==> config.mk <==
export PLATFORM = sky130hd
export DESIGN_NAME = draw_controller
export DESIGN_NICKNAME = d
export VERILOG_FILES = /design/src/rtl/draw_pkg.sv /design/src/rtl/digit_mapper.sv /design/src/rtl/draw_controller.sv /design/src/rtl/frame_sequencer.sv /design/src/rtl/lane_button_mapper.sv /design/src/rtl/pixel_fetch.sv /design/src/rtl/sign_mapper.sv /design/src/rtl/sprite_address_unit.sv
export VERILOG_INCLUDE_DIRS = /design/src /design/src/include
export SDC_FILE = /design/constraint.sdc
export NUM_CORES = 2
export LEC_CHECK = 0
export BUFFER_PORTS_ARGS = -buffer_cell sky130_fd_sc_hd__clkbuf_2
export CAP_MARGIN = 10
export CORE_MARGIN = 2
export CORE_UTILIZATION = 50
export CTS_CLUSTER_DIAMETER = 30
export DETAILED_ROUTE_END_ITERATION = 7
export GPL_TIMING_DRIVEN = 0
export MAX_ROUTING_LAYER = met4
export PLACE_DENSITY_LB_ADDON = 0.15
export SLEW_MARGIN = 10
export SYNTH_ARGS = -nofsm -noshare
export SYNTH_HDL_FRONTEND = slang
export SYNTH_SLANG_ARGS = --single-unit
==> constraint.sdc <==
create_clock -name CLK -period 37.3 [get_ports CLK]
set_clock_uncertainty 0.05 [all_clocks]
set_input_delay 9.325 -clock CLK [delete_from_list [all_inputs] [get_ports CLK]]
set_output_delay 9.325 -clock CLK [all_outputs]
set_load 0.02 [all_outputs]
==> src/include/draw_cfg.svh <==
/*
 * Screen geometry and sprite ROM layout of the score panel.
 * Coordinates are sized to 10 bits and ROM addresses to 15 bits.
 * Sign sprites are stored column-major (x * height + y). Digit d starts at d * DIGIT_SIZE.
 */
`ifndef DRAW_CFG_SVH
`define DRAW_CFG_SVH

// lane rows, y 200 to 439
`define DRAW_LANE_TOP   10'd200
`define DRAW_LANE_H     10'd60
`define DRAW_LANE_CNT   4
`define DRAW_BUTTON_X   10'd420 // key indicator starts here

`define DRAW_SIGN_W     10'd24
`define DRAW_SIGN_H     10'd64

`define DRAW_DIGIT_W    10'd24
`define DRAW_DIGIT_H    10'd20
`define DRAW_DIGIT_GAP  10'd3
`define DRAW_DIGIT_SIZE 15'd480

`define DRAW_PERFECT_X  10'd396
`define DRAW_GREAT_X    10'd356
`define DRAW_GOOD_X     10'd316
`define DRAW_BAD_X      10'd276
`define DRAW_MISS_X     10'd236
`define DRAW_SIGN_Y     10'd453
`define DRAW_GRADE_X    10'd356
`define DRAW_GRADE_Y    10'd123
`define DRAW_COMBO_X    10'd396
`define DRAW_COMBO_Y    10'd98
// score stacks sit 10 px under the signs
`define DRAW_DIGIT_Y    (`DRAW_SIGN_Y + `DRAW_SIGN_H + 10'd10)

`define DRAW_PERFECT_BASE 15'd4800
`define DRAW_GREAT_BASE   15'd6336
`define DRAW_GOOD_BASE    15'd7872
`define DRAW_BAD_BASE     15'd9408
`define DRAW_MISS_BASE    15'd10944
`define DRAW_DOWN_BASE    15'd19080
`define DRAW_UP_BASE      15'd22680

`endif

==> src/rtl/draw_pkg.sv <==
/*
 * Types shared by the score panel draw path.
 * grade_t is 4 bits wide so unused codes 6..15 pass through unchanged.
 */
package draw_pkg;

	typedef logic [9:0] coord_t; // vga x or y
	typedef logic [14:0] sprite_addr_t;

	// four BCD digits, msd drawn at the top
	typedef logic [15:0] bcd4_t;

	typedef logic [3:0] channel_t;

	typedef enum logic [3:0] {
		grade_none = 4'd0,
		grade_perfect = 4'd1,
		grade_great = 4'd2,
		grade_good = 4'd3,
		grade_bad = 4'd4,
		grade_miss = 4'd5
	} grade_t;

	// red in the low nibble
	typedef struct packed {
		channel_t b;
		channel_t g;
		channel_t r;
	} rgb_t;

endpackage

==> src/rtl/digit_mapper.sv <==
/*
 * BCD digit stacks of the six score counters.
 * Each stack is four cells of 24x20, 3 px apart, msd on top.
 * Digit values above 9 index past the digit sprites without any check.
 */
`timescale 1ns/1ps
`include "draw_cfg.svh"

module digit_mapper (
	input draw_pkg::coord_t vga_x,
	input draw_pkg::coord_t vga_y,
	input draw_pkg::bcd4_t snap_perfect,
	input draw_pkg::bcd4_t snap_great,
	input draw_pkg::bcd4_t snap_good,
	input draw_pkg::bcd4_t snap_bad,
	input draw_pkg::bcd4_t snap_miss,
	input draw_pkg::bcd4_t snap_combo,
	output logic digit_hit,
	output draw_pkg::sprite_addr_t digit_addr
);
	import draw_pkg::*;

	localparam int stack_cnt = 6;
	localparam coord_t pitch = `DRAW_DIGIT_H + `DRAW_DIGIT_GAP;
	localparam coord_t stack_x [stack_cnt] = '{`DRAW_PERFECT_X, `DRAW_GREAT_X,
		`DRAW_GOOD_X, `DRAW_BAD_X, `DRAW_MISS_X, `DRAW_COMBO_X};
	localparam coord_t stack_y [stack_cnt] = '{`DRAW_DIGIT_Y, `DRAW_DIGIT_Y,
		`DRAW_DIGIT_Y, `DRAW_DIGIT_Y, `DRAW_DIGIT_Y, `DRAW_COMBO_Y};

	bcd4_t [stack_cnt-1:0] counters; // index 0 is perfect

	assign counters = {snap_combo, snap_miss, snap_bad, snap_good, snap_great, snap_perfect};

	always_comb begin : digit_search
		coord_t row_y;
		logic [3:0] digit;
		digit_hit = 1'b0;
		digit_addr = '0;
		for (int c = 0; c < stack_cnt; c++) begin
			for (int r = 0; r < 4; r++) begin
				row_y = coord_t'(stack_y[c] + r * pitch);
				digit = counters[c][(3 - r) * 4 +: 4];
				if (vga_x >= stack_x[c] && vga_x < stack_x[c] + `DRAW_DIGIT_W
					&& vga_y >= row_y && vga_y < row_y + `DRAW_DIGIT_H) begin
					digit_hit = 1'b1; // later stacks win
					digit_addr = sprite_addr_t'(digit) * `DRAW_DIGIT_SIZE
						+ sprite_addr_t'(vga_x - stack_x[c]) * `DRAW_DIGIT_H
						+ sprite_addr_t'(vga_y - row_y);
				end
			end
		end
	end

endmodule

==> src/rtl/draw_controller.sv <==
/*
 * Score panel draw controller, top level.
 * Counters and grade are sampled on sig_on and drawn from that snapshot.
 * Sprite ROM is external with one cycle of read latency.
 */
`timescale 1ns/1ps

module draw_controller (
	input logic CLK,
	input logic RESET_L,
	input logic sig_on,
	output logic sig_done,
	input logic [3:0] is_key_down,
	input draw_pkg::grade_t current_score,
	input draw_pkg::bcd4_t miss,
	input draw_pkg::bcd4_t bad,
	input draw_pkg::bcd4_t good,
	input draw_pkg::bcd4_t great,
	input draw_pkg::bcd4_t perfect,
	input draw_pkg::bcd4_t combo,
	output logic vga_reset,
	output draw_pkg::channel_t vga_r,
	output draw_pkg::channel_t vga_g,
	output draw_pkg::channel_t vga_b,
	input draw_pkg::coord_t vga_x,
	input draw_pkg::coord_t vga_y,
	input logic vga_request,
	output draw_pkg::sprite_addr_t ds_b_addr,
	input logic [15:0] ds_b_data_out,
	output logic ds_b_en
);
	import draw_pkg::*;

	logic first_frame;
	bcd4_t snap_perfect;
	bcd4_t snap_great;
	bcd4_t snap_good;
	bcd4_t snap_bad;
	bcd4_t snap_miss;
	bcd4_t snap_combo;
	grade_t snap_grade;

	frame_sequencer sequencer (
		.CLK(CLK),
		.RESET_L(RESET_L),
		.sig_on(sig_on),
		.perfect(perfect),
		.great(great),
		.good(good),
		.bad(bad),
		.miss(miss),
		.combo(combo),
		.current_score(current_score),
		.sig_done(sig_done),
		.vga_reset(vga_reset),
		.first_frame(first_frame),
		.snap_perfect(snap_perfect),
		.snap_great(snap_great),
		.snap_good(snap_good),
		.snap_bad(snap_bad),
		.snap_miss(snap_miss),
		.snap_combo(snap_combo),
		.snap_grade(snap_grade)
	);

	sprite_address_unit addresser (
		.vga_x(vga_x),
		.vga_y(vga_y),
		.is_key_down(is_key_down),
		.snap_perfect(snap_perfect),
		.snap_great(snap_great),
		.snap_good(snap_good),
		.snap_bad(snap_bad),
		.snap_miss(snap_miss),
		.snap_combo(snap_combo),
		.snap_grade(snap_grade),
		.ds_b_addr(ds_b_addr)
	);

	pixel_fetch fetch (
		.CLK(CLK),
		.RESET_L(RESET_L),
		.vga_request(vga_request),
		.first_frame(first_frame),
		.ds_b_data_out(ds_b_data_out),
		.ds_b_en(ds_b_en),
		.vga_r(vga_r),
		.vga_g(vga_g),
		.vga_b(vga_b)
	);

endmodule

==> src/rtl/frame_sequencer.sv <==
/*
 * Frame control of the score panel.
 * sig_on is a one-cycle strobe. sig_done follows it one cycle later.
 * The first sig_on starts the display, the second ends first-frame blanking.
 */
`timescale 1ns/1ps

module frame_sequencer (
	input logic CLK,
	input logic RESET_L,
	input logic sig_on,
	input draw_pkg::bcd4_t perfect,
	input draw_pkg::bcd4_t great,
	input draw_pkg::bcd4_t good,
	input draw_pkg::bcd4_t bad,
	input draw_pkg::bcd4_t miss,
	input draw_pkg::bcd4_t combo,
	input draw_pkg::grade_t current_score,
	output logic sig_done,
	output logic vga_reset,
	output logic first_frame,
	output draw_pkg::bcd4_t snap_perfect,
	output draw_pkg::bcd4_t snap_great,
	output draw_pkg::bcd4_t snap_good,
	output draw_pkg::bcd4_t snap_bad,
	output draw_pkg::bcd4_t snap_miss,
	output draw_pkg::bcd4_t snap_combo,
	output draw_pkg::grade_t snap_grade
);
	import draw_pkg::*;

	logic working;

	always_ff @(posedge CLK) begin
		if (!RESET_L) begin
			working <= 1'b0;
			first_frame <= 1'b1;
			sig_done <= 1'b0;
			snap_perfect <= '0;
			snap_great <= '0;
			snap_good <= '0;
			snap_bad <= '0;
			snap_miss <= '0;
			snap_combo <= '0;
			snap_grade <= grade_none;
		end else begin
			sig_done <= sig_on; // nothing else to wait for
			if (sig_on) begin
				if (working)
					first_frame <= 1'b0;
				working <= 1'b1;
				snap_perfect <= perfect;
				snap_great <= great;
				snap_good <= good;
				snap_bad <= bad;
				snap_miss <= miss;
				snap_combo <= combo;
				snap_grade <= current_score;
			end
		end
	end

	assign vga_reset = !working;

endmodule

==> src/rtl/lane_button_mapper.sv <==
/*
 * Lane rows and key indicator sprites.
 * The note area (x below 420) is part of the row but reads address 0.
 * Addresses wrap at 15 bits near the right edge of the screen.
 */
`timescale 1ns/1ps
`include "draw_cfg.svh"

module lane_button_mapper (
	input draw_pkg::coord_t vga_x,
	input draw_pkg::coord_t vga_y,
	input logic [3:0] is_key_down,
	output logic lane_hit,
	output draw_pkg::sprite_addr_t lane_addr
);
	import draw_pkg::*;

	always_comb begin : lane_search
		coord_t top;
		sprite_addr_t base;
		lane_hit = 1'b0;
		lane_addr = '0;
		for (int i = 0; i < `DRAW_LANE_CNT; i++) begin
			top = coord_t'(`DRAW_LANE_TOP + i * `DRAW_LANE_H);
			base = is_key_down[i] ? `DRAW_DOWN_BASE : `DRAW_UP_BASE;
			if (vga_y >= top && vga_y < top + `DRAW_LANE_H) begin
				lane_hit = 1'b1;
				if (vga_x >= `DRAW_BUTTON_X) begin
					// button sprite is 60 tall, column-major
					lane_addr = base
						+ sprite_addr_t'(vga_x - `DRAW_BUTTON_X) * `DRAW_LANE_H
						+ sprite_addr_t'(vga_y - top);
				end
			end
		end
	end

endmodule

==> src/rtl/pixel_fetch.sv <==
/*
 * Pixel request to colour. The ROM enable stays high for three cycles and
 * the colour is latched on the third edge after the request.
 * No back-pressure: requests must be at least four cycles apart, and the
 * address must stay steady until the colour is latched.
 */
`timescale 1ns/1ps

module pixel_fetch (
	input logic CLK,
	input logic RESET_L,
	input logic vga_request,
	input logic first_frame,
	input logic [15:0] ds_b_data_out,
	output logic ds_b_en,
	output draw_pkg::channel_t vga_r,
	output draw_pkg::channel_t vga_g,
	output draw_pkg::channel_t vga_b
);
	import draw_pkg::*;

	logic [1:0] phase; // 0 idle, 1..3 fetching
	rgb_t pixel;

	assign pixel = rgb_t'(ds_b_data_out[11:0]);

	always_ff @(posedge CLK) begin
		if (!RESET_L) begin
			phase <= 2'd0;
			ds_b_en <= 1'b0;
			vga_r <= '0;
			vga_g <= '0;
			vga_b <= '0;
		end else if (vga_request && first_frame) begin
			vga_r <= '0; // black until the second frame
			vga_g <= '0;
			vga_b <= '0;
		end else if (vga_request) begin
			phase <= 2'd1; // restarts a running fetch
			ds_b_en <= 1'b1;
		end else if (phase != 2'd0) begin
			if (phase == 2'd3) begin
				vga_r <= pixel.r;
				vga_g <= pixel.g;
				vga_b <= pixel.b;
				ds_b_en <= 1'b0;
				phase <= 2'd0;
			end else begin
				phase <= phase + 2'd1;
			end
		end
	end

endmodule

==> src/rtl/sign_mapper.sv <==
/*
 * Grade sign sprites: the five fixed signs and the current-grade box.
 * The box is a hit for every grade, but only grades 1..5 give a sprite.
 */
`timescale 1ns/1ps
`include "draw_cfg.svh"

module sign_mapper (
	input draw_pkg::coord_t vga_x,
	input draw_pkg::coord_t vga_y,
	input draw_pkg::grade_t snap_grade,
	output logic sign_hit,
	output draw_pkg::sprite_addr_t sign_addr
);
	import draw_pkg::*;

	localparam int sign_cnt = 5;
	localparam coord_t sign_x [sign_cnt] = '{`DRAW_PERFECT_X, `DRAW_GREAT_X,
		`DRAW_GOOD_X, `DRAW_BAD_X, `DRAW_MISS_X};
	localparam sprite_addr_t sign_base [sign_cnt] = '{`DRAW_PERFECT_BASE,
		`DRAW_GREAT_BASE, `DRAW_GOOD_BASE, `DRAW_BAD_BASE, `DRAW_MISS_BASE};

	sprite_addr_t grade_base;
	logic grade_valid;
	logic in_grade_box;

	always_comb begin
		grade_valid = 1'b1;
		case (snap_grade)
			grade_perfect: grade_base = sign_base[0];
			grade_great: grade_base = sign_base[1];
			grade_good: grade_base = sign_base[2];
			grade_bad: grade_base = sign_base[3];
			grade_miss: grade_base = sign_base[4];
			default: begin
				grade_base = '0;
				grade_valid = 1'b0;
			end
		endcase
	end

	assign in_grade_box = vga_x >= `DRAW_GRADE_X && vga_x < `DRAW_GRADE_X + `DRAW_SIGN_W
		&& vga_y >= `DRAW_GRADE_Y && vga_y < `DRAW_GRADE_Y + `DRAW_SIGN_H;

	always_comb begin
		sign_hit = 1'b0;
		sign_addr = '0;
		for (int i = 0; i < sign_cnt; i++) begin
			if (vga_x >= sign_x[i] && vga_x < sign_x[i] + `DRAW_SIGN_W
				&& vga_y >= `DRAW_SIGN_Y && vga_y < `DRAW_SIGN_Y + `DRAW_SIGN_H) begin
				sign_hit = 1'b1;
				sign_addr = sign_base[i] + sprite_addr_t'(vga_x - sign_x[i]) * `DRAW_SIGN_H
					+ sprite_addr_t'(vga_y - `DRAW_SIGN_Y);
			end
		end
		if (!sign_hit && in_grade_box) begin
			sign_hit = 1'b1;
			if (grade_valid)
				sign_addr = grade_base + sprite_addr_t'(vga_x - `DRAW_GRADE_X) * `DRAW_SIGN_H
					+ sprite_addr_t'(vga_y - `DRAW_GRADE_Y);
		end
	end

endmodule

==> src/rtl/sprite_address_unit.sv <==
/*
 * Sprite ROM address for the current VGA pixel, purely combinational.
 * Priority is lane rows, then signs, then digits. Empty space reads address 0.
 */
`timescale 1ns/1ps

module sprite_address_unit (
	input draw_pkg::coord_t vga_x,
	input draw_pkg::coord_t vga_y,
	input logic [3:0] is_key_down,
	input draw_pkg::bcd4_t snap_perfect,
	input draw_pkg::bcd4_t snap_great,
	input draw_pkg::bcd4_t snap_good,
	input draw_pkg::bcd4_t snap_bad,
	input draw_pkg::bcd4_t snap_miss,
	input draw_pkg::bcd4_t snap_combo,
	input draw_pkg::grade_t snap_grade,
	output draw_pkg::sprite_addr_t ds_b_addr
);
	import draw_pkg::*;

	logic lane_hit;
	logic sign_hit;
	logic digit_hit;
	sprite_addr_t lane_addr;
	sprite_addr_t sign_addr;
	sprite_addr_t digit_addr;

	lane_button_mapper lanes (
		.vga_x(vga_x),
		.vga_y(vga_y),
		.is_key_down(is_key_down),
		.lane_hit(lane_hit),
		.lane_addr(lane_addr)
	);

	sign_mapper signs (
		.vga_x(vga_x),
		.vga_y(vga_y),
		.snap_grade(snap_grade),
		.sign_hit(sign_hit),
		.sign_addr(sign_addr)
	);

	digit_mapper digits (
		.vga_x(vga_x),
		.vga_y(vga_y),
		.snap_perfect(snap_perfect),
		.snap_great(snap_great),
		.snap_good(snap_good),
		.snap_bad(snap_bad),
		.snap_miss(snap_miss),
		.snap_combo(snap_combo),
		.digit_hit(digit_hit),
		.digit_addr(digit_addr)
	);

	always_comb begin
		if (lane_hit)
			ds_b_addr = lane_addr;
		else if (sign_hit)
			ds_b_addr = sign_addr;
		else if (digit_hit)
			ds_b_addr = digit_addr;
		else
			ds_b_addr = '0;
	end

endmodule

# Word-level counts from Yosys, hierarchy flattened
# Index checks and enable logic that the tools add are counted.
[word_totals]
out_inout_bits = 30
inputBits = 144
reg_bits = 118
elab_cells = 351
[classes]
multipliers = 30
add_sub_neg = 89
eq_ne = 6
magnitude_cmp = 38
n_reduce_logical = 82
n_mux = 88
n_bitwise = 3
[ops]
columns = ["op", "n"]
rows = [
  ["15-bit two-way mux", 42],
  ["15-bit adder", 39],
  ["13-bit by 15-bit adder with 15-bit output", 24],
  ["4-bit by 4-bit multiplier with 8-bit output (second input constant)", 24],
  ["10-bit by 9-bit subtractor with 11-bit output (second input constant)", 9],
  ["10-bit by 9-bit greater-or-equal comparator with 1-bit output (second input constant)", 9],
  ["10-bit by 9-bit less-than comparator with 1-bit output (second input constant)", 9],
  ["15-bit by 3-bit multiplier with 13-bit output (second input constant)", 5],
  ["1-bit logical AND", 71],
  ["14-bit case mux with 5 select lines", 1],
  ["13-bit two-way mux", 4],
  ["10-bit less-than comparator (second input constant)", 5],
  ["13-bit by 15-bit adder with 15-bit output (first input constant)", 3],
  ["10-bit by 10-bit subtractor with 11-bit output (second input constant)", 4],
  ["10-bit by 8-bit subtractor with 11-bit output (second input constant)", 4],
  ["10-bit greater-or-equal comparator (second input constant)", 4],
  ["10-bit by 8-bit greater-or-equal comparator with 1-bit output (second input constant)", 4],
  ["1-bit two-way mux", 38],
  ["10-bit by 7-bit subtractor with 11-bit output (second input constant)", 3],
  ["14-bit by 15-bit adder with 15-bit output (first input constant)", 2],
  ["10-bit by 7-bit greater-or-equal comparator with 1-bit output (second input constant)", 3],
  ["10-bit by 8-bit less-than comparator with 1-bit output (second input constant)", 3],
  ["15-bit by 4-bit multiplier with 13-bit output (second input constant)", 1],
  ["10-bit by 7-bit less-than comparator with 1-bit output (second input constant)", 1],
  ["13 further kinds", 24],
]

# Depth between registers and ports, before layout
[depth]
word_depth = 31
mapped_depth = 29
mapped_depth_nobuf = 27

# By module
# Synthesis repeated with hierarchy kept, for this count alone.
[hier_totals]
hier_cells = 5251
area_unflattened_um2 = 43955.9
[by_module_without_submodules]
columns = ["module", "cells_per_inst", "seq_area_each_um2", "area_each_um2", "n_inst"]
rows = [
  ["digit_mapper", 3688, 0.0, 30575.6, 1],
  ["lane_button_mapper", 645, 0.0, 5043.6, 1],
  ["frame_sequencer", 331, 2062.0, 3947.5, 1],
  ["sign_mapper", 445, 0.0, 3304.4, 1],
  ["pixel_fetch", 75, 300.3, 626.9, 1],
  ["sprite_address_unit", 67, 0.0, 457.9, 1],
]

# Worst setup path before layout
# Ideal clock, no wire load.
[synth_timing]
path_type = "input port to output port"
from = "input port vga_x[2]"
to = "output port ds_b_addr[14]"
arrival_ps = 15673
n_path_buf = 2
required_time_ps = 27925
slack_ps = 12252
path_stages = 26
cell_sequence = "buf_2 > clkbuf_1 > inv_1 > ha_1 > nand2b_1 > nand2_1 > xnor2_1 > inv_1 > fa_1 > fa_1 > ha_1 > o2111ai_1 > nand3_1 > nor4_1 > nor3_1 > xor2_1 > fa_1 > ha_1 > or3_1 > o31ai_1 > xnor2_1 > xnor2_1 > a221oi_1 > a211oi_1 > a211oi_1 > o221ai_1"
[synth_between]
elab_chain_len = 31
elab_cells_between_ends = 230
cone_classes = "74 x add/sub; 6 x mul; 11 x order compare; 72 x mux; 67 x reduce/logical"
[synth_rtl]
columns = ["item", "line", "text"]
rows = [
  ["from (decl)", "draw_controller.sv:25", "input draw_pkg::coord_t vga_x,"],
  ["10-bit by 9-bit subtractor with 11-bit output, or another cell as far along", "sign_mapper.sv:52", "sign_addr = sign_base[i] + sprite_addr_t'(vga_x - sign_x[i]) * `DRAW_SIGN_H"],
  ["15-bit by 3-bit multiplier with 13-bit output (no source line) / 1-bit logical AND (equally long branches)", "n/a", ""],
  ["13-bit by 15-bit adder with 15-bit output (no source line) / 1-bit logical AND (equally long branches)", "n/a", ""],
  ["15-bit adder / 1-bit logical AND (equally long branches)", "n/a", ""],
  ["15-bit two-way mux / 1-bit two-way mux (equally long branches) (24 in series)", "digit_mapper.sv:43", "if (vga_x >= stack_x[c] && vga_x < stack_x[c] + `DRAW_DIGIT_W"],
  ["15-bit two-way mux", "sprite_address_unit.sv:63", "else if (digit_hit)"],
  ["15-bit two-way mux", "sprite_address_unit.sv:61", "else if (sign_hit)"],
  ["15-bit two-way mux *", "sprite_address_unit.sv:59", "if (lane_hit)"],
  ["to (decl)", "draw_controller.sv:28", "output draw_pkg::sprite_addr_t ds_b_addr,"],
]
# Mark *: on every way between the ends. The rest lies on a longest branch, timed or not.

# Worst setup path in the final report
# Ends and elaborated chain as after synthesis.

==> summary.md <==
| Metric | Value |
|---|---|
| Hpwl dp | `146 mm` |
| FF+latch count, synth | `118` |
| Hold WS | `406 ps` |
| Peak supply drop | `0.0000976 V` |
| Die W | `297 um` |
| Compound-cell area share of the yosys netlist | `19.1%` |
| CTS tree | `built` |
| Share of layout cells above drive strength 1 | `6.37%` |
| CP max stage cell | `a21oi_1` |
| H-tree depth | `4` |
| Worst setup SP type | `primary input` |
| Final ANT Viol Nets | `0` |
| Cell area after synthesis | `42,800 um2` |
| Vias | `39,400` |
| CTS Buffer Depth | `2` |
| Core ar. | `85,000 um2` |
| Global-route wire length before repair | `249 mm` |
| Largest family of logic cells by synthesized area | `adder cells` |
| Clk slew on worst S/H paths | `70 ps` |
| Total track usage | `40.3%` |
| Synth Area in Simple Gates | `12.9%` |
| Finished Layout Cells | `6,581` |
| CTS Hold Bufs | `0` |
| Post-synth EDFFs | `0` |
| Die Height | `297 um` |
| Final RePlAce weighted congestion | `1.07` |
| Ports | `174` |
| Final wirelength | `172 mm` |
| Critical Path AT | `18,620 ps` |
| DP Cell Count | `6,543` |
| Most common cell in the netlist | `ha_1` |
| Hold Crit Class | `reg -> reg` |
| CTS buffer count | `17` |
| Final Critical Period | `28,000 ps` |
| Sequential share of the synthesized area | `5.52%` |
| Seq pwr share | `4.2%` |
| Grt total ovfl | `0` |
| Area Overhead vs Synth | `8.63%` |
| Synth cell count leaders | `808 x ha_1, 659 x inv_1, 441 x xnor2_1, 371 x a21oi_1, 351 x fa_1` |
| Routed wl met3 | `12.1 mm` |
| Main synth FF type | `dfxtp_1` |
| Asr flop ratio synth | `0%` |
| Resized Gates After CTS | `0` |
| Fin crit share | `75.1%` |
| Synth top area cells | `ha_1 24%, fa_1 16%, xnor2_1 9.0%` |
| Syn. warnings | `0` |
| CTS Root Buffer Type | `clkbuf_16` |
| CTS sink count | `118` |
| TritonRoute pass-1 iters | `6` |
| Met1 Routed Length | `71.4 mm` |
| Initial Util | `50.4%` |
| Nets@finish | `6,721` |
| Setup Fix Bufs, Post-CTS | `0` |
| Int Power | `1.49 mW` |
| Leakage Power | `22.7 nW` |
| Worst EP required | `27,920 ps` |
| Pwr/cell area | `75.0 nW/um2` |
| Synth top area share | `23.6%` |
| Clock share of power | `5.1%` |
| Average wire per standard cell | `26.1 um` |
| Setup TNS | `0 ps` |
| Die Area | `88,000 um2` |
| Yosys cell types | `94` |
| Slew headroom | `7.41%` |
| Via-to-Cell Ratio | `5.99` |
| Kind of critical path | `in -> out` |
| Synth Area in Adders | `40.0%` |
| Pin count of the biggest net entering global routing | `17` |
| Row cnt | `107` |
| Syn_nets | `6,504` |
| Final hold violations | `0` |
| Initial antenna violation count | `5` |
| Final slew viol count | `0` |
| DR top layer | `met4` |
| Slowest stage delay, CP | `850 ps` |
| Status | `finished, final reports clean` |
| Syn Area/Cell | `8.23 um2` |
| Max cap viols | `0` |
| Slew @ Worst Pin | `1390 ps` |
| Switch share | `57.4%` |
| Synth Instances | `5,201` |
| Clk Latency, worst-skew pair | `500 ps` |
| Port Buffers | `162` |
| Post-synthesis xor/xnor area fraction | `12.7%` |
| Combinational share of power | `90.7%` |
| Switching pwr | `2.00 mW` |
| Mux cell area share after synthesis | `2.50%` |
| Worst reg-to-reg setup slack | `35,560 ps` |
| Worst Setup End Kind | `output pin` |
| Synth area leader | `ha_1` |
| Post-route DRC violation count | `0` |
| Vias in the first global route | `38,000` |
| RSZ-0062 raised after global routing | `false` |
| Metal2 WL | `76.3 mm` |
| CP max FO | `10` |
| 1st-iter DRT viols | `3,441` |
| Most used cell, CP | `a21oi_1` |
| Final Setup Violations | `0` |
| Fmax | `35.7 MHz` |
## flip-flops by register name, indices dropped and copies added, names as in the netlist, 2 cells and up
register / cells
sequencer.snap_combo: 16
fetch.phase: 2
fetch.vga_g: 4
sequencer.snap_miss: 16
fetch.vga_b: 4
fetch.vga_r: 4
sequencer.snap_grade: 4
sequencer.snap_perfect: 16
sequencer.snap_great: 16
sequencer.snap_bad: 16
sequencer.snap_good: 16
## layout by cell type (no fill, tap or decap), types with 167 or more instances in the layout
| master | netlist | layout |
|---|---|---|
| a21oi_1 | 371 | 371 |
| clkbuf_2 | 0 | 167 |
| fa_1 | 351 | 350 |
| ha_1 | 808 | 807 |
| inv_1 | 659 | 659 |
| nand2_1 | 277 | 277 |
| nor2_1 | 250 | 250 |
| nor2b_1 | 167 | 167 |
| o21ai_0 | 248 | 248 |
| xnor2_1 | 441 | 422 |
## worst max-delay path: cells and delay by family
| kind | cells | cell delay (ps) |
|---|---|---|
| buffers and inverters | 8 | 2170 |
| AND/OR/NAND/NOR | 1 | 180 |
| XOR/XNOR | 2 | 550 |
| AO/OA/AOI/OAI | 12 | 3600 |
| adder cells (fa/ha/maj) | 6 | 2750 |
## stage by stage
| stage | util, % | power (mW) | area (um2) | worst slack [ps] |
|---|---|---|---|---|
| floorplan | - | 2.37 | 42800 | 12250 |
| global placement | 53.0 | 3.18 | 45100 | 7680 |
| detailed placement | 54.0 | 3.24 | 45900 | 9500 |
| CTS | 54.7 | 3.44 | 46500 | 9470 |
| global route | 54.7 | 3.79 | 46500 | 8850 |
| finish | 54.7 | 3.49 | 46500 | 9300 |
## final timing paths
check                               from                          end  depth (start not counted)
max                             vga_x[2]                ds_b_addr[14]                         29
min          fetch.vga_r[3]$_SDFFE_PP0P_  fetch.vga_r[3]$_SDFFE_PP0P_                          2
max reg2reg  fetch.phase[0]$_SDFFE_PN0P_  fetch.vga_b[2]$_SDFFE_PP0P_                          7
min reg2reg  fetch.vga_r[3]$_SDFFE_PP0P_  fetch.vga_r[3]$_SDFFE_PP0P_                          2
## layer usage
metal | up-vias | track usage (%)
li1 | 18400 | -
met1 | 19100 | 49.9
met2 | 1544 | 62.2
met3 | 397 | 6.44
met4 | 0 | 23.6
met5 | - | -
## area by class of cell
type,instances,area (um2)
antenna,6,15.0
sequential,118,2360
timing repair buffer,198,1380
fill,8248,38500
inverter,663,2490
tap,1144,1430
multi-input combinational,4267,37600
clock buffer,17,425
buffer,153,611
clock inverter,15,159
## cell families (layout without fill, tap and decap cells)
logic type / Yosys count / after routing
multiplexers: 107 / 107
buffers and inverters: 816 / 1046
adder cells (fa/ha/maj): 1159 / 1159
flip-flops: 118 / 118
AND/OR/NAND/NOR: 1124 / 1124
other: 0 / 6
AO/OA/AOI/OAI: 1263 / 1263
XOR/XNOR: 614 / 614
## power by group through the flow
stage / Clock (mW) / Sequential (mW) / Combinational [mW]
final: 0.178 / 0.148 / 3.16
after global routing: 0.185 / 0.150 / 3.45
after CTS: 0.183 / 0.148 / 3.11
after detailed placement: 0 / 0.151 / 3.09
after global placement: 0 / 0.151 / 3.03
after floorplan: 0 / 0.146 / 2.22
Power figures use the tool's default switching activity.
